File: src/design/sdram_addr_pkg.sv
package sdram_addr_pkg;

    typedef logic [22:0] user_addr_t; // {row, bank, column word}
    typedef logic [12:0] row_t;
    typedef logic [1:0]  bank_t;
    typedef logic [7:0]  col_t;       // word column, byte column is {col, 2'b00}
    typedef logic [7:0]  byte_t;
    typedef logic [31:0] word_t;

    typedef struct packed {
        logic       rw;   // 1 = write
        user_addr_t addr;
        word_t      data;
    } mem_req_t;

    function automatic row_t addr_row(input user_addr_t a);
        return a[22:10];
    endfunction

    function automatic bank_t addr_bank(input user_addr_t a);
        return a[9:8];
    endfunction

    function automatic col_t addr_col(input user_addr_t a);
        return a[7:0];
    endfunction

endpackage

File: src/design/sdram_cmd_pkg.sv
package sdram_cmd_pkg;

    // command bits are {cs, ras, cas, we}, all active low on the device
    typedef logic [3:0] sdram_cmd_t;

    localparam sdram_cmd_t CMD_NOP       = 4'b0111;
    localparam sdram_cmd_t CMD_ACTIVE    = 4'b0011;
    localparam sdram_cmd_t CMD_READ      = 4'b0101;
    localparam sdram_cmd_t CMD_WRITE     = 4'b0100;
    localparam sdram_cmd_t CMD_PRECHARGE = 4'b0010;
    localparam sdram_cmd_t CMD_REFRESH   = 4'b0001;
    localparam sdram_cmd_t CMD_LOAD_MODE = 4'b0000;

    // reserved, burst access, standard op, cas 2, sequential, burst 4
    localparam logic [12:0] MODE_REG_VALUE = {3'b000, 1'b0, 2'b00, 3'b010, 1'b0, 3'b010};

    // NOP cycles between a command and the next step
    localparam int T_RP_WAIT  = 1; // precharge to next command
    localparam int T_RCD_WAIT = 1; // active to read/write
    localparam int T_RFC_WAIT = 7; // refresh to next command
    localparam int CAS_WAIT   = 2; // read to first data byte

    typedef struct packed {
        logic        cke;
        sdram_cmd_t  cmd;
        logic [1:0]  ba;
        logic [12:0] a;
    } pin_cmd_t;

    typedef struct packed {
        logic       oe;      // drive dq this cycle
        logic [7:0] wbyte;
        logic       capture; // read byte expected on dq
        logic       last;    // final byte of the burst
    } dq_ctl_t;

endpackage

File: src/design/sdram_ctrl_top.sv
`timescale 1ns/100ps

module sdram_ctrl_top #(
    parameter int init_cycles    = 10100,
    parameter int refresh_cycles = 750
) (
    input  logic                       clk,
    input  logic                       rst,
    input  logic                       in_valid,
    input  sdram_addr_pkg::user_addr_t addr,
    input  logic                       rw,
    input  sdram_addr_pkg::word_t      data_in,
    output sdram_addr_pkg::word_t      data_out,
    output logic                       busy,
    output logic                       out_valid,
    output logic                       sdram_cke,
    output logic                       sdram_cs,
    output logic                       sdram_ras,
    output logic                       sdram_cas,
    output logic                       sdram_we,
    output sdram_addr_pkg::bank_t      sdram_ba,
    output sdram_addr_pkg::row_t       sdram_a,
    output sdram_addr_pkg::byte_t      dq_out,
    output logic                       dq_oe,
    input  sdram_addr_pkg::byte_t      dq_in
);
    import sdram_cmd_pkg::*;
    import sdram_addr_pkg::*;

    mem_req_t held_req;
    logic     held;
    logic     take;
    logic     init_done;
    logic     refresh_req;
    logic     refresh_ack;
    pin_cmd_t pin_cmd;
    dq_ctl_t  dq_ctl;

    sdram_req_queue req_queue_inst (
        .clk, .rst, .in_valid, .addr, .rw, .data_in,
        .init_done, .take, .held_req, .held, .busy
    );

    sdram_refresh_timer #(
        .refresh_cycles(refresh_cycles)
    ) refresh_timer_inst (
        .clk, .rst,
        .run        (init_done), // no refresh before the mode load
        .refresh_ack,
        .refresh_req
    );

    sdram_sequencer #(
        .init_cycles(init_cycles)
    ) sequencer_inst (
        .clk, .rst, .held_req, .held, .take, .refresh_req, .refresh_ack,
        .init_done, .pin_cmd, .dq_ctl
    );

    sdram_pad_regs pad_regs_inst (
        .clk, .rst, .pin_cmd, .dq_ctl,
        .sdram_cke, .sdram_cs, .sdram_ras, .sdram_cas, .sdram_we,
        .sdram_ba, .sdram_a, .dq_out, .dq_oe, .dq_in, .data_out, .out_valid
    );

endmodule

File: src/design/sdram_pad_regs.sv
`timescale 1ns/100ps

module sdram_pad_regs (
    input  logic                    clk,
    input  logic                    rst,
    input  sdram_cmd_pkg::pin_cmd_t pin_cmd,
    input  sdram_cmd_pkg::dq_ctl_t  dq_ctl,
    output logic                    sdram_cke,
    output logic                    sdram_cs,
    output logic                    sdram_ras,
    output logic                    sdram_cas,
    output logic                    sdram_we,
    output sdram_addr_pkg::bank_t   sdram_ba,
    output sdram_addr_pkg::row_t    sdram_a,
    output sdram_addr_pkg::byte_t   dq_out,
    output logic                    dq_oe,
    input  sdram_addr_pkg::byte_t   dq_in,
    output sdram_addr_pkg::word_t   data_out,
    output logic                    out_valid
);
    import sdram_cmd_pkg::*;
    import sdram_addr_pkg::*;

    sdram_cmd_t cmd_q;
    byte_t      dqi_q;
    logic       capture_q;
    logic       last_q;
    word_t      word_q;

    assign sdram_cs  = cmd_q[3];
    assign sdram_ras = cmd_q[2];
    assign sdram_cas = cmd_q[1];
    assign sdram_we  = cmd_q[0];
    assign data_out  = word_q;

    always_ff @(posedge clk) begin
        if (rst) begin
            sdram_cke <= 1'b0;
            cmd_q     <= CMD_NOP;
            dq_oe     <= 1'b0;
            capture_q <= 1'b0;
            last_q    <= 1'b0;
            out_valid <= 1'b0;
        end else begin
            sdram_cke <= pin_cmd.cke;
            cmd_q     <= pin_cmd.cmd;
            dq_oe     <= dq_ctl.oe;
            capture_q <= dq_ctl.capture; // lines up with dqi_q
            last_q    <= dq_ctl.last;
            out_valid <= last_q;         // word complete after last shift
        end
    end

    // address, write data and input byte
    always_ff @(posedge clk) begin
        sdram_ba <= pin_cmd.ba;
        sdram_a  <= pin_cmd.a;
        dq_out   <= dq_ctl.wbyte;
        dqi_q    <= dq_in;
    end

    // shift in from the top so the first byte ends up lowest
    always_ff @(posedge clk) begin
        if (capture_q) begin
            word_q <= {dqi_q, word_q[31:8]};
        end
    end

endmodule

File: src/design/sdram_refresh_timer.sv
`timescale 1ns/100ps

module sdram_refresh_timer #(
    parameter int refresh_cycles = 750
) (
    input  logic clk,
    input  logic rst,
    input  logic run,
    input  logic refresh_ack,
    output logic refresh_req
);
    localparam int CNT_W = $clog2(refresh_cycles + 1);

    typedef logic [CNT_W-1:0] cnt_t;

    localparam cnt_t CNT_LAST = cnt_t'(refresh_cycles - 1);

    cnt_t cnt;

    always_ff @(posedge clk) begin
        if (rst) begin
            cnt         <= '0;
            refresh_req <= 1'b0;
        end else if (refresh_ack) begin
            cnt         <= '0; // restart the interval
            refresh_req <= 1'b0;
        end else if (run && !refresh_req) begin
            if (cnt == CNT_LAST) begin
                refresh_req <= 1'b1; // held until the ack
            end else begin
                cnt <= cnt + 1'b1;
            end
        end
    end

endmodule

File: src/design/sdram_req_queue.sv
`timescale 1ns/100ps

module sdram_req_queue (
    input  logic                     clk,
    input  logic                     rst,
    input  logic                     in_valid,
    input  sdram_addr_pkg::user_addr_t addr,
    input  logic                     rw,
    input  sdram_addr_pkg::word_t    data_in,
    input  logic                     init_done,
    input  logic                     take,
    output sdram_addr_pkg::mem_req_t held_req,
    output logic                     held,
    output logic                     busy
);
    import sdram_addr_pkg::*;

    logic accept;

    assign busy   = held | ~init_done;
    assign accept = in_valid & ~busy; // requests while busy are dropped

    always_ff @(posedge clk) begin
        if (rst) begin
            held <= 1'b0;
        end else if (take) begin
            held <= 1'b0; // sequencer started it
        end else if (accept) begin
            held <= 1'b1;
        end
    end

    always_ff @(posedge clk) begin
        if (accept) begin
            held_req <= mem_req_t'{rw: rw, addr: addr, data: data_in};
        end
    end

endmodule

File: src/design/sdram_sequencer.sv
`timescale 1ns/100ps

module sdram_sequencer #(
    parameter int init_cycles = 10100
) (
    input  logic                     clk,
    input  logic                     rst,
    input  sdram_addr_pkg::mem_req_t held_req,
    input  logic                     held,
    output logic                     take,
    input  logic                     refresh_req,
    output logic                     refresh_ack,
    output logic                     init_done,
    output sdram_cmd_pkg::pin_cmd_t  pin_cmd,
    output sdram_cmd_pkg::dq_ctl_t   dq_ctl
);
    import sdram_cmd_pkg::*;
    import sdram_addr_pkg::*;

    localparam int DELAY_W    = $clog2(init_cycles + 1);
    localparam int T_MRD_WAIT = 2; // mode register set to first command

    typedef logic [DELAY_W-1:0] delay_t;

    typedef enum logic [3:0] {
        ST_INIT,
        ST_WAIT,
        ST_PRECHARGE_INIT,
        ST_REFRESH_INIT_1,
        ST_REFRESH_INIT_2,
        ST_LOAD_MODE,
        ST_IDLE,
        ST_REFRESH,
        ST_ACTIVATE,
        ST_READ,
        ST_READ_RES,
        ST_WRITE,
        ST_PRECHARGE
    } state_t;

    state_t     state;
    state_t     next_state; // where ST_WAIT returns to
    delay_t     delay;
    logic [1:0] byte_cnt;
    mem_req_t   cur_req;
    logic [3:0] row_open;
    row_t       open_row [4];
    logic       pre_all;

    bank_t held_bank;
    row_t  held_row;
    bank_t cur_bank;
    row_t  cur_row;
    col_t  cur_col;
    logic  start;

    assign held_bank = addr_bank(held_req.addr);
    assign held_row  = addr_row(held_req.addr);
    assign cur_bank  = addr_bank(cur_req.addr);
    assign cur_row   = addr_row(cur_req.addr);
    assign cur_col   = addr_col(cur_req.addr);

    // refresh wins over a waiting request
    assign start = (state == ST_IDLE) && !refresh_req && held;

    always_ff @(posedge clk) begin
        if (rst) begin
            state     <= ST_INIT;
            init_done <= 1'b0;
            row_open  <= '0;
            byte_cnt  <= '0;
            pre_all   <= 1'b0;
        end else begin
            case (state)
                ST_INIT: begin
                    delay      <= delay_t'(init_cycles - 1);
                    next_state <= ST_PRECHARGE_INIT;
                    state      <= ST_WAIT;
                end
                ST_WAIT: begin
                    if (delay == '0) begin
                        state <= next_state;
                    end else begin
                        delay <= delay - 1'b1;
                    end
                end
                ST_PRECHARGE_INIT: begin
                    row_open   <= '0;
                    delay      <= delay_t'(T_RP_WAIT - 1);
                    next_state <= ST_REFRESH_INIT_1;
                    state      <= ST_WAIT;
                end
                ST_REFRESH_INIT_1: begin
                    delay      <= delay_t'(T_RFC_WAIT - 1);
                    next_state <= ST_REFRESH_INIT_2;
                    state      <= ST_WAIT;
                end
                ST_REFRESH_INIT_2: begin
                    delay      <= delay_t'(T_RFC_WAIT - 1);
                    next_state <= ST_LOAD_MODE;
                    state      <= ST_WAIT;
                end
                ST_LOAD_MODE: begin
                    init_done  <= 1'b1; // user side opens here
                    delay      <= delay_t'(T_MRD_WAIT - 1);
                    next_state <= ST_IDLE;
                    state      <= ST_WAIT;
                end
                ST_IDLE: begin
                    if (refresh_req) begin
                        pre_all    <= 1'b1;
                        next_state <= ST_REFRESH;
                        state      <= ST_PRECHARGE;
                    end else if (held) begin
                        cur_req <= held_req;
                        if (!row_open[held_bank]) begin
                            state <= ST_ACTIVATE; // bank closed
                        end else if (open_row[held_bank] == held_row) begin
                            state <= held_req.rw ? ST_WRITE : ST_READ; // row hit
                        end else begin
                            pre_all    <= 1'b0; // row miss, close this bank first
                            next_state <= ST_ACTIVATE;
                            state      <= ST_PRECHARGE;
                        end
                    end
                end
                ST_REFRESH: begin
                    delay      <= delay_t'(T_RFC_WAIT - 1);
                    next_state <= ST_IDLE;
                    state      <= ST_WAIT;
                end
                ST_ACTIVATE: begin
                    row_open[cur_bank] <= 1'b1;
                    open_row[cur_bank] <= cur_row;
                    delay              <= delay_t'(T_RCD_WAIT - 1);
                    next_state         <= cur_req.rw ? ST_WRITE : ST_READ;
                    state              <= ST_WAIT;
                end
                ST_READ: begin
                    delay      <= delay_t'(CAS_WAIT - 1);
                    next_state <= ST_READ_RES;
                    state      <= ST_WAIT;
                end
                ST_READ_RES: begin
                    byte_cnt <= byte_cnt + 1'b1; // wraps back to 0
                    if (byte_cnt == 2'd3) begin
                        state <= ST_IDLE;
                    end
                end
                ST_WRITE: begin
                    byte_cnt     <= byte_cnt + 1'b1;
                    cur_req.data <= {8'h00, cur_req.data[31:8]}; // next byte down
                    if (byte_cnt == 2'd3) begin
                        state <= ST_IDLE;
                    end
                end
                ST_PRECHARGE: begin
                    if (pre_all) begin
                        row_open <= '0;
                    end else begin
                        row_open[cur_bank] <= 1'b0;
                    end
                    delay <= delay_t'(T_RP_WAIT - 1);
                    state <= ST_WAIT;
                end
                default: state <= ST_INIT;
            endcase
        end
    end

    always_comb begin
        pin_cmd     = '{cke: 1'b1, cmd: CMD_NOP, ba: '0, a: '0};
        dq_ctl      = '0;
        take        = start;
        refresh_ack = (state == ST_IDLE) && refresh_req;
        case (state)
            ST_PRECHARGE_INIT: begin
                pin_cmd.cmd   = CMD_PRECHARGE;
                pin_cmd.a[10] = 1'b1; // all banks
            end
            ST_REFRESH_INIT_1, ST_REFRESH_INIT_2, ST_REFRESH: begin
                pin_cmd.cmd = CMD_REFRESH;
            end
            ST_LOAD_MODE: begin
                pin_cmd.cmd = CMD_LOAD_MODE;
                pin_cmd.a   = MODE_REG_VALUE;
            end
            ST_ACTIVATE: begin
                pin_cmd.cmd = CMD_ACTIVE;
                pin_cmd.ba  = cur_bank;
                pin_cmd.a   = cur_row;
            end
            ST_READ: begin
                pin_cmd.cmd = CMD_READ;
                pin_cmd.ba  = cur_bank;
                pin_cmd.a   = {3'b000, cur_col, 2'b00}; // a10 low, no auto precharge
            end
            ST_READ_RES: begin
                dq_ctl.capture = 1'b1;
                dq_ctl.last    = (byte_cnt == 2'd3);
            end
            ST_WRITE: begin
                if (byte_cnt == 2'd0) begin
                    pin_cmd.cmd = CMD_WRITE; // burst carries the other three
                end
                pin_cmd.ba   = cur_bank;
                pin_cmd.a    = {3'b000, cur_col, 2'b00};
                dq_ctl.oe    = 1'b1;
                dq_ctl.wbyte = cur_req.data[7:0];
            end
            ST_PRECHARGE: begin
                pin_cmd.cmd   = CMD_PRECHARGE;
                pin_cmd.ba    = cur_bank;
                pin_cmd.a[10] = pre_all;
            end
            default: ;
        endcase
    end

endmodule

File: config.mk
export PLATFORM = sky130hd
export DESIGN_NAME = sdram_ctrl_top
export DESIGN_NICKNAME = d
export VERILOG_FILES = /design/src/design/sdram_addr_pkg.sv /design/src/design/sdram_cmd_pkg.sv /design/src/design/sdram_ctrl_top.sv /design/src/design/sdram_pad_regs.sv /design/src/design/sdram_refresh_timer.sv /design/src/design/sdram_req_queue.sv /design/src/design/sdram_sequencer.sv
export SDC_FILE = /design/constraint.sdc
export NUM_CORES = 1
export LEC_CHECK = 0
export ABC_AREA = 1
export BUFFER_PORTS_ARGS = -buffer_cell sky130_fd_sc_hd__buf_2
export CAP_MARGIN = 25
export CORE_ASPECT_RATIO = 2
export CORE_MARGIN = 10
export CORE_UTILIZATION = 46
export CTS_CLUSTER_DIAMETER = 150
export DETAILED_ROUTE_END_ITERATION = 16
export MAX_ROUTING_LAYER = met4
export PLACE_DENSITY = 0.66
export SLEW_MARGIN = 20
export SYNTH_ARGS = -nofsm -noshare
export SYNTH_HDL_FRONTEND = slang
export SYNTH_SLANG_ARGS = --single-unit
File: constraint.sdc
create_clock -name clk -period 5.7 [get_ports clk]
set_clock_uncertainty 0.15 [all_clocks]
set_input_delay 0.855 -clock clk [delete_from_list [all_inputs] [get_ports clk]]
set_output_delay 0.855 -clock clk [all_outputs]
set_load 0.05 [all_outputs]
After elaboration in Yosys (flattened, before gate mapping)
Memories as Yosys holds them, arrays and structs flattened. A register that Yosys moved wholly into a read port is not among the register bits.
Cells that the tools add are included.
Cells by class
  mux-type cells: 40
  shift-type cells: 0
  bitwise logic cells: 11
  divide/modulo/power cells: 0
  multipliers: 0
  equal/unequal tests: 24
  reductions and logical operators: 35
  magnitude comparators: 3
  $add $sub $neg: 3
Operators by type and width (number)
  $pmux 14 s5: 1
  $mux 32: 2
  $pmux 32 s2: 1
  $mux 4: 11
  $pmux 4 s8: 1
  $pmux 10 s3: 1
  $eq 4x4->1 const B: 5
  $pmux 3 s6: 1
  $eq 4x3->1 const B: 4
  $pmux 4 s4: 1
  $reduce_or 2->1: 8
  $logic_not 14->1: 1
  $mux 14: 1
  $sub 14x1->14 const B: 1
  $eq 13x13->1: 1
  $pmux 4 s3: 1
  $reduce_and 4->1: 3
  $add 10x1->10 const B: 1
  $eq 10x10->1 const B: 1
  $mux 1: 10
  $mux 2: 5
  $mux 9: 1
  $ne 3x3->1 const B: 3
  $reduce_or 9->1: 1
  30 further kinds: 50
Word-level totals
  logic and storage cells: 145
  memory bits (writable): 52
  memories: 1
  output and inout bits: 63
  bits in registers: 226
  bits in latches: 0
  ROM bits: 0
Memory list
  sequencer_inst.open_row: depth 4, width 13, rd ports 1, clocked after memory_dff 1, wr ports 1, line sdram_sequencer.sv:47  | row_t open_row [4];

Depth between registers and ports, before layout
  depth in word-level cells: 8
  mapped depth: 16
  gate-level depth less buffers: 14

Cells and area by module
A second synthesis with hierarchy kept.
Second synthesis, totals
  cells, all modules: 902
  area total of the unflattened synthesis: 10642.7 um^2
By module, submodules not included
  sdram_sequencer: instances 1, area each 6413.7 um^2, cells an instance 648
  sdram_pad_regs: instances 1, area each 1833.0 um^2, cells an instance 91
  sdram_req_queue: instances 1, area each 1734.2 um^2, cells an instance 63
  sdram_refresh_timer: instances 1, area each 661.9 um^2, cells an instance 100

Worst setup path before layout
OpenSTA, ideal clock, no wires.
  path kind: in2reg
  start point: in rst
  end point: reg sequencer_inst.cur_req[0] (netlist bit) (enable)
  cell stages on the path: 4
  required time: 5.080 ns
  setup time: 0.470 ns
  path buffers: 1
  data arrival time: 3.676 ns
  slack: 1.404 ns
  path through: clkbuf_1 -> clkinv_1 -> nand2_2 -> a211oi_1
Between the ends
  word-level cells in the longest chain between the ends: 2
RTL lines
  start, declared: line sdram_ctrl_top.sv:8  | input logic rst,
  $not 1->1 (no line)
  $reduce_and 4->1 (no line)
  end signal, assigned: line sdram_sequencer.sv:115  | cur_req <= held_req;
  end, declared: line sdram_sequencer.sv:45  | mem_req_t cur_req;
Every way passes these cells.
A chain may end at the register's enable or synchronous reset.

Worst setup path in the final report
  start point: reg sequencer_inst.state[0]
  end point: mem sequencer_inst.open_row[3][0] (netlist bit) (enable)
Between the ends
  word-level cells in the longest chain between the ends: 4
RTL lines
  start, declared: line sdram_sequencer.sv:41  | state_t state;
  start signal, assigned: line sdram_sequencer.sv:82  | state <= next_state;
  start signal, assigned: line sdram_sequencer.sv:119  | state <= held_req.rw ? ST_WRITE : ST_READ;
  $eq 4x4->1: line sdram_sequencer.sv:74  | case (state)
  $mux 1: line sdram_sequencer.sv:74
  $mux 1: line sdram_sequencer.sv:67  | if (rst) begin
  $mux 1 (implied by the code): line sdram_sequencer.sv:134  | open_row[cur_bank] <= cur_row;
  end, declared: line sdram_sequencer.sv:47
Every way passes these cells.

==> impl_metrics.toml <==
[synth]
syn-instance-count = 905
postSynthAreaPerCell_um2 = 11.7
ys_seq_elements = 279
synth_top_family_by_area = "simple AND/OR/NAND/NOR gates"
synth_area_um2 = 10600
ys_warn_count = 0
synthAdderAreaFrac_pct = 0.589
netlist-cell-type-count = 43
yosysSeqAreaShare_pct = 72.7
synth-simple-area-share_pct = 17.1
syn-num-nets = 977
synth_xor_area_share_pct = 0.742
synth-compound-area-share_pct = 4.10
synthMuxAreaShare_pct = 0

[sta]
tightest_slew_ps = 963
setup_violations = 0
whs_ps = 249
tns_ps = 0
slew_headroom_pct = 35.5
finalMaxSlewViolations = 0
period_needed_ps = 2930
rsz0062_at_grt = "false"
fmax_mhz = 342
final_hold_viol_count = 0
min_period_over_period_pct = 51.3

[clock_network]
cts_resized = 0
cts.sinks = 279
cts_buffers = 25
tritoncts = "yes"
ctsHoldBuffers = 0
htreeDepth = 1
clockBufferDepth = 3
post_cts.repair.setup_buffers = 0
cts_root_buf = "clkbuf_16"
path_clk_slew_ps = 70
clock_latency_ps = 520

[critical_path]
criticalPathCategory = "reg2reg"
startpoint_type = "flip-flop"
r2r_slack_ps = 2770
crit_fanout = 13
endpoint_kind = "flip-flop"
critPathRequiredTime_ps = 5770
critical_path_arrival_ps = 3000

[global_route]
antenna_found_initial = 0
grt.total_usage_pct = 15.1
grt_pass1_wl_mm = 35.3
grt_pass1_vias = 6837
grt_max_degree = 53
overflow = 0

[finish]
syn2layout_area_growth_pct = 17.0
diodes = 0
finalNetCount = 1120
stdcell_count = 1346
fin_area_um2 = 12400
drive_gt1_share_pct = 20.6

[detailed_routing]
drt-pass1-iter-count = 5
num_vias = 6640
wirelength_mm = 22.4
wl_per_cell_um = 16.7
ant_nets = 0
dr.first_iter.drc_count = 426
drc_errors = 0
via_per_inst = 4.93

[pwr]
power_density_nw_per_um2 = 373
peakVddDrop_mv = 0.315
leakagePower_nw = 4.93

[floorplanning]
dieArea_um2 = 29900
die_h_um = 235
coreArea_um2 = 22700
die_w_um = 127
initial_utilization_pct = 46.7
ios = 130
rows = 78

[place]
placed_cells = 1301
gp_congestion = 0.945
placed_area_um2 = 11600
numPortBuffers = 128
dp.final_hpwl_mm = 16.5

[flow_run]
maxCapViolations = 0

[hold_path]
min_path_type = "reg2reg"

[outcome]
outcome = "finished clean"
power breakdown:
part | internal [W] | leakage [nW] | switching (W)
sequential | 0.00232 | 2.46 | 0.0000725
combinational | 0.000151 | 2.06 | 0.000362
clock | 0.00103 | 0.419 | 0.000713
cell type report:
cell class	count	area [um2]
clock buffers	33	677
clock inverters	12	174
fillers	1944	10300
inverters	99	377
multi-input cells	508	2430
flip-flops and latches	279	7730
well taps	280	350
repair buffers	135	693
worst paths after layout:
check / startpoint / endpoint / cells past startpoint
min reg2reg: pad_regs_inst.dqi_q[1]$_DFF_P_ / pad_regs_inst.data_out[25]$_DFFE_PP_ / 0
max reg2reg: sequencer_inst.state[0]$_SDFFE_PP0P_ / sequencer_inst.open_row[3][0]$_DFFE_PP_ / 6
max: sequencer_inst.state[0]$_SDFFE_PP0P_ / sequencer_inst.open_row[3][0]$_DFFE_PP_ / 6
min: pad_regs_inst.dqi_q[1]$_DFF_P_ / pad_regs_inst.data_out[25]$_DFFE_PP_ / 0
stage by stage:
stage / util [%] / worst slack (ps) / power, W
after CTS: 54.6 / 2500 / 0.00468
after global routing: 54.6 / 2430 / 0.00482
final: 54.6 / 2770 / 0.00464
after floorplan: - / 1400 / 0.00278
after global placement: 50.8 / 2600 / 0.00293
after detailed placement: 50.9 / 2490 / 0.00294
critical path: stages (launching register included):
cell and delay [ps]:
dfxtp_1 400, nor2_1 210, inv_1 90, nor2_1 750, nand2_1 290, nor2_1 460, buf_4 280
metal layers:
metal / vias up / GRT usage, % / routed length (um)
met1: 3124 / 14.0 / 7760
met5: - / - / 0
met3: 39 / 1.96 / 781
met4: 0 / 5.85 / 634
met2: 149 / 29.7 / 13300
li1: 3328 / - / -
synth_stat cells:
cell type | number | share of area, %
o2111ai_1 | 1 | 0.082
a221o_1 | 2 | 0.19
nand3_1 | 46 | 2.2
nor4_1 | 1 | 0.059
nor2_1 | 87 | 3.1
a31oi_1 | 2 | 0.12
clkinv_1 | 1 | 0.035
nor3_1 | 8 | 0.38
inv_2 | 12 | 0.42
nor2_4 | 1 | 0.11
clkbuf_1 | 8 | 0.28
o311ai_0 | 1 | 0.082
nand3_2 | 7 | 0.66
buf_2 | 3 | 0.14
nand4_1 | 8 | 0.47
a21oi_1 | 22 | 1.0
xor2_1 | 7 | 0.58
xnor2_1 | 2 | 0.16
ha_1 | 5 | 0.59
a22o_1 | 7 | 0.58
buf_6 | 4 | 0.42
a32oi_1 | 1 | 0.082
nor3_2 | 6 | 0.57
o21ai_0 | 23 | 1.1
nand3b_1 | 5 | 0.35
nor2_2 | 5 | 0.29
or2_1 | 2 | 0.12
o21ai_1 | 1 | 0.047
o211ai_1 | 1 | 0.071
dfxtp_1 | 65 | 12
buf_4 | 4 | 0.28
nand2_1 | 239 | 8.4
nand2_2 | 3 | 0.18
o22ai_1 | 1 | 0.059
nor3b_1 | 1 | 0.071
edfxtp_1 | 214 | 60
a21oi_2 | 2 | 0.16
inv_6 | 1 | 0.082
conb_1 | 1 | 0.035
a2111oi_0 | 1 | 0.082
or2_2 | 3 | 0.18
a211oi_1 | 6 | 0.42
inv_1 | 85 | 3.0
logic make-up after synthesis:
| logic type | after synthesis |
|---|---|
| flops | 279 |
| xor+xnor | 9 |
| compound gates | 71 |
| other cells | 1 |
| simple gates | 422 |
| fa+ha+maj | 5 |
| buf+inv | 118 |
cells in the final DEF, fill, tap and decap left out, types with 2 or more instances in the layout:
master / n
xnor2_1: 2
inv_1: 84
or2_1: 2
edfxtp_1: 214
nand3_1: 46
nor3_1: 7
a21oi_1: 22
nor2_1: 83
clkbuf_1: 7
bufinv_16: 4
or2_2: 3
a221o_1: 2
nand3b_1: 5
buf_2: 128
xor2_1: 7
nor3_2: 7
nand2_2: 3
nand4_1: 8
nor2_2: 9
a22o_1: 7
nand2_1: 239
a31oi_1: 2
ha_1: 5
nand3_2: 7
clkinv_4: 2
inv_2: 13
dfxtp_1: 65
o21ai_0: 23
clkbuf_16: 26
clkinv_2: 5
buf_4: 7
a211oi_1: 5
a21oi_2: 2
sequential cells by signal, summed over array words and instances, names as in the netlist, 2 cells and up, named ones only:
name and cells:
refresh_timer_inst.cnt 10, sequencer_inst.row_open 4, pad_regs_inst.sdram_a 13, pad_regs_inst.data_out 32
sequencer_inst.cur_req 46, pad_regs_inst.dq_out 8, sequencer_inst.cur_bank 2, pad_regs_inst.dqi_q 8
pad_regs_inst.sdram_ba 2, sequencer_inst.state 4, pad_regs_inst.cmd_q 3, sequencer_inst.cur_col 8
sequencer_inst.open_row 52, sequencer_inst.byte_cnt 2, req_queue_inst.held_req 56, sequencer_inst.next_state 4
sequencer_inst.delay 14
Note: power is estimated with default switching activity, not from simulation.
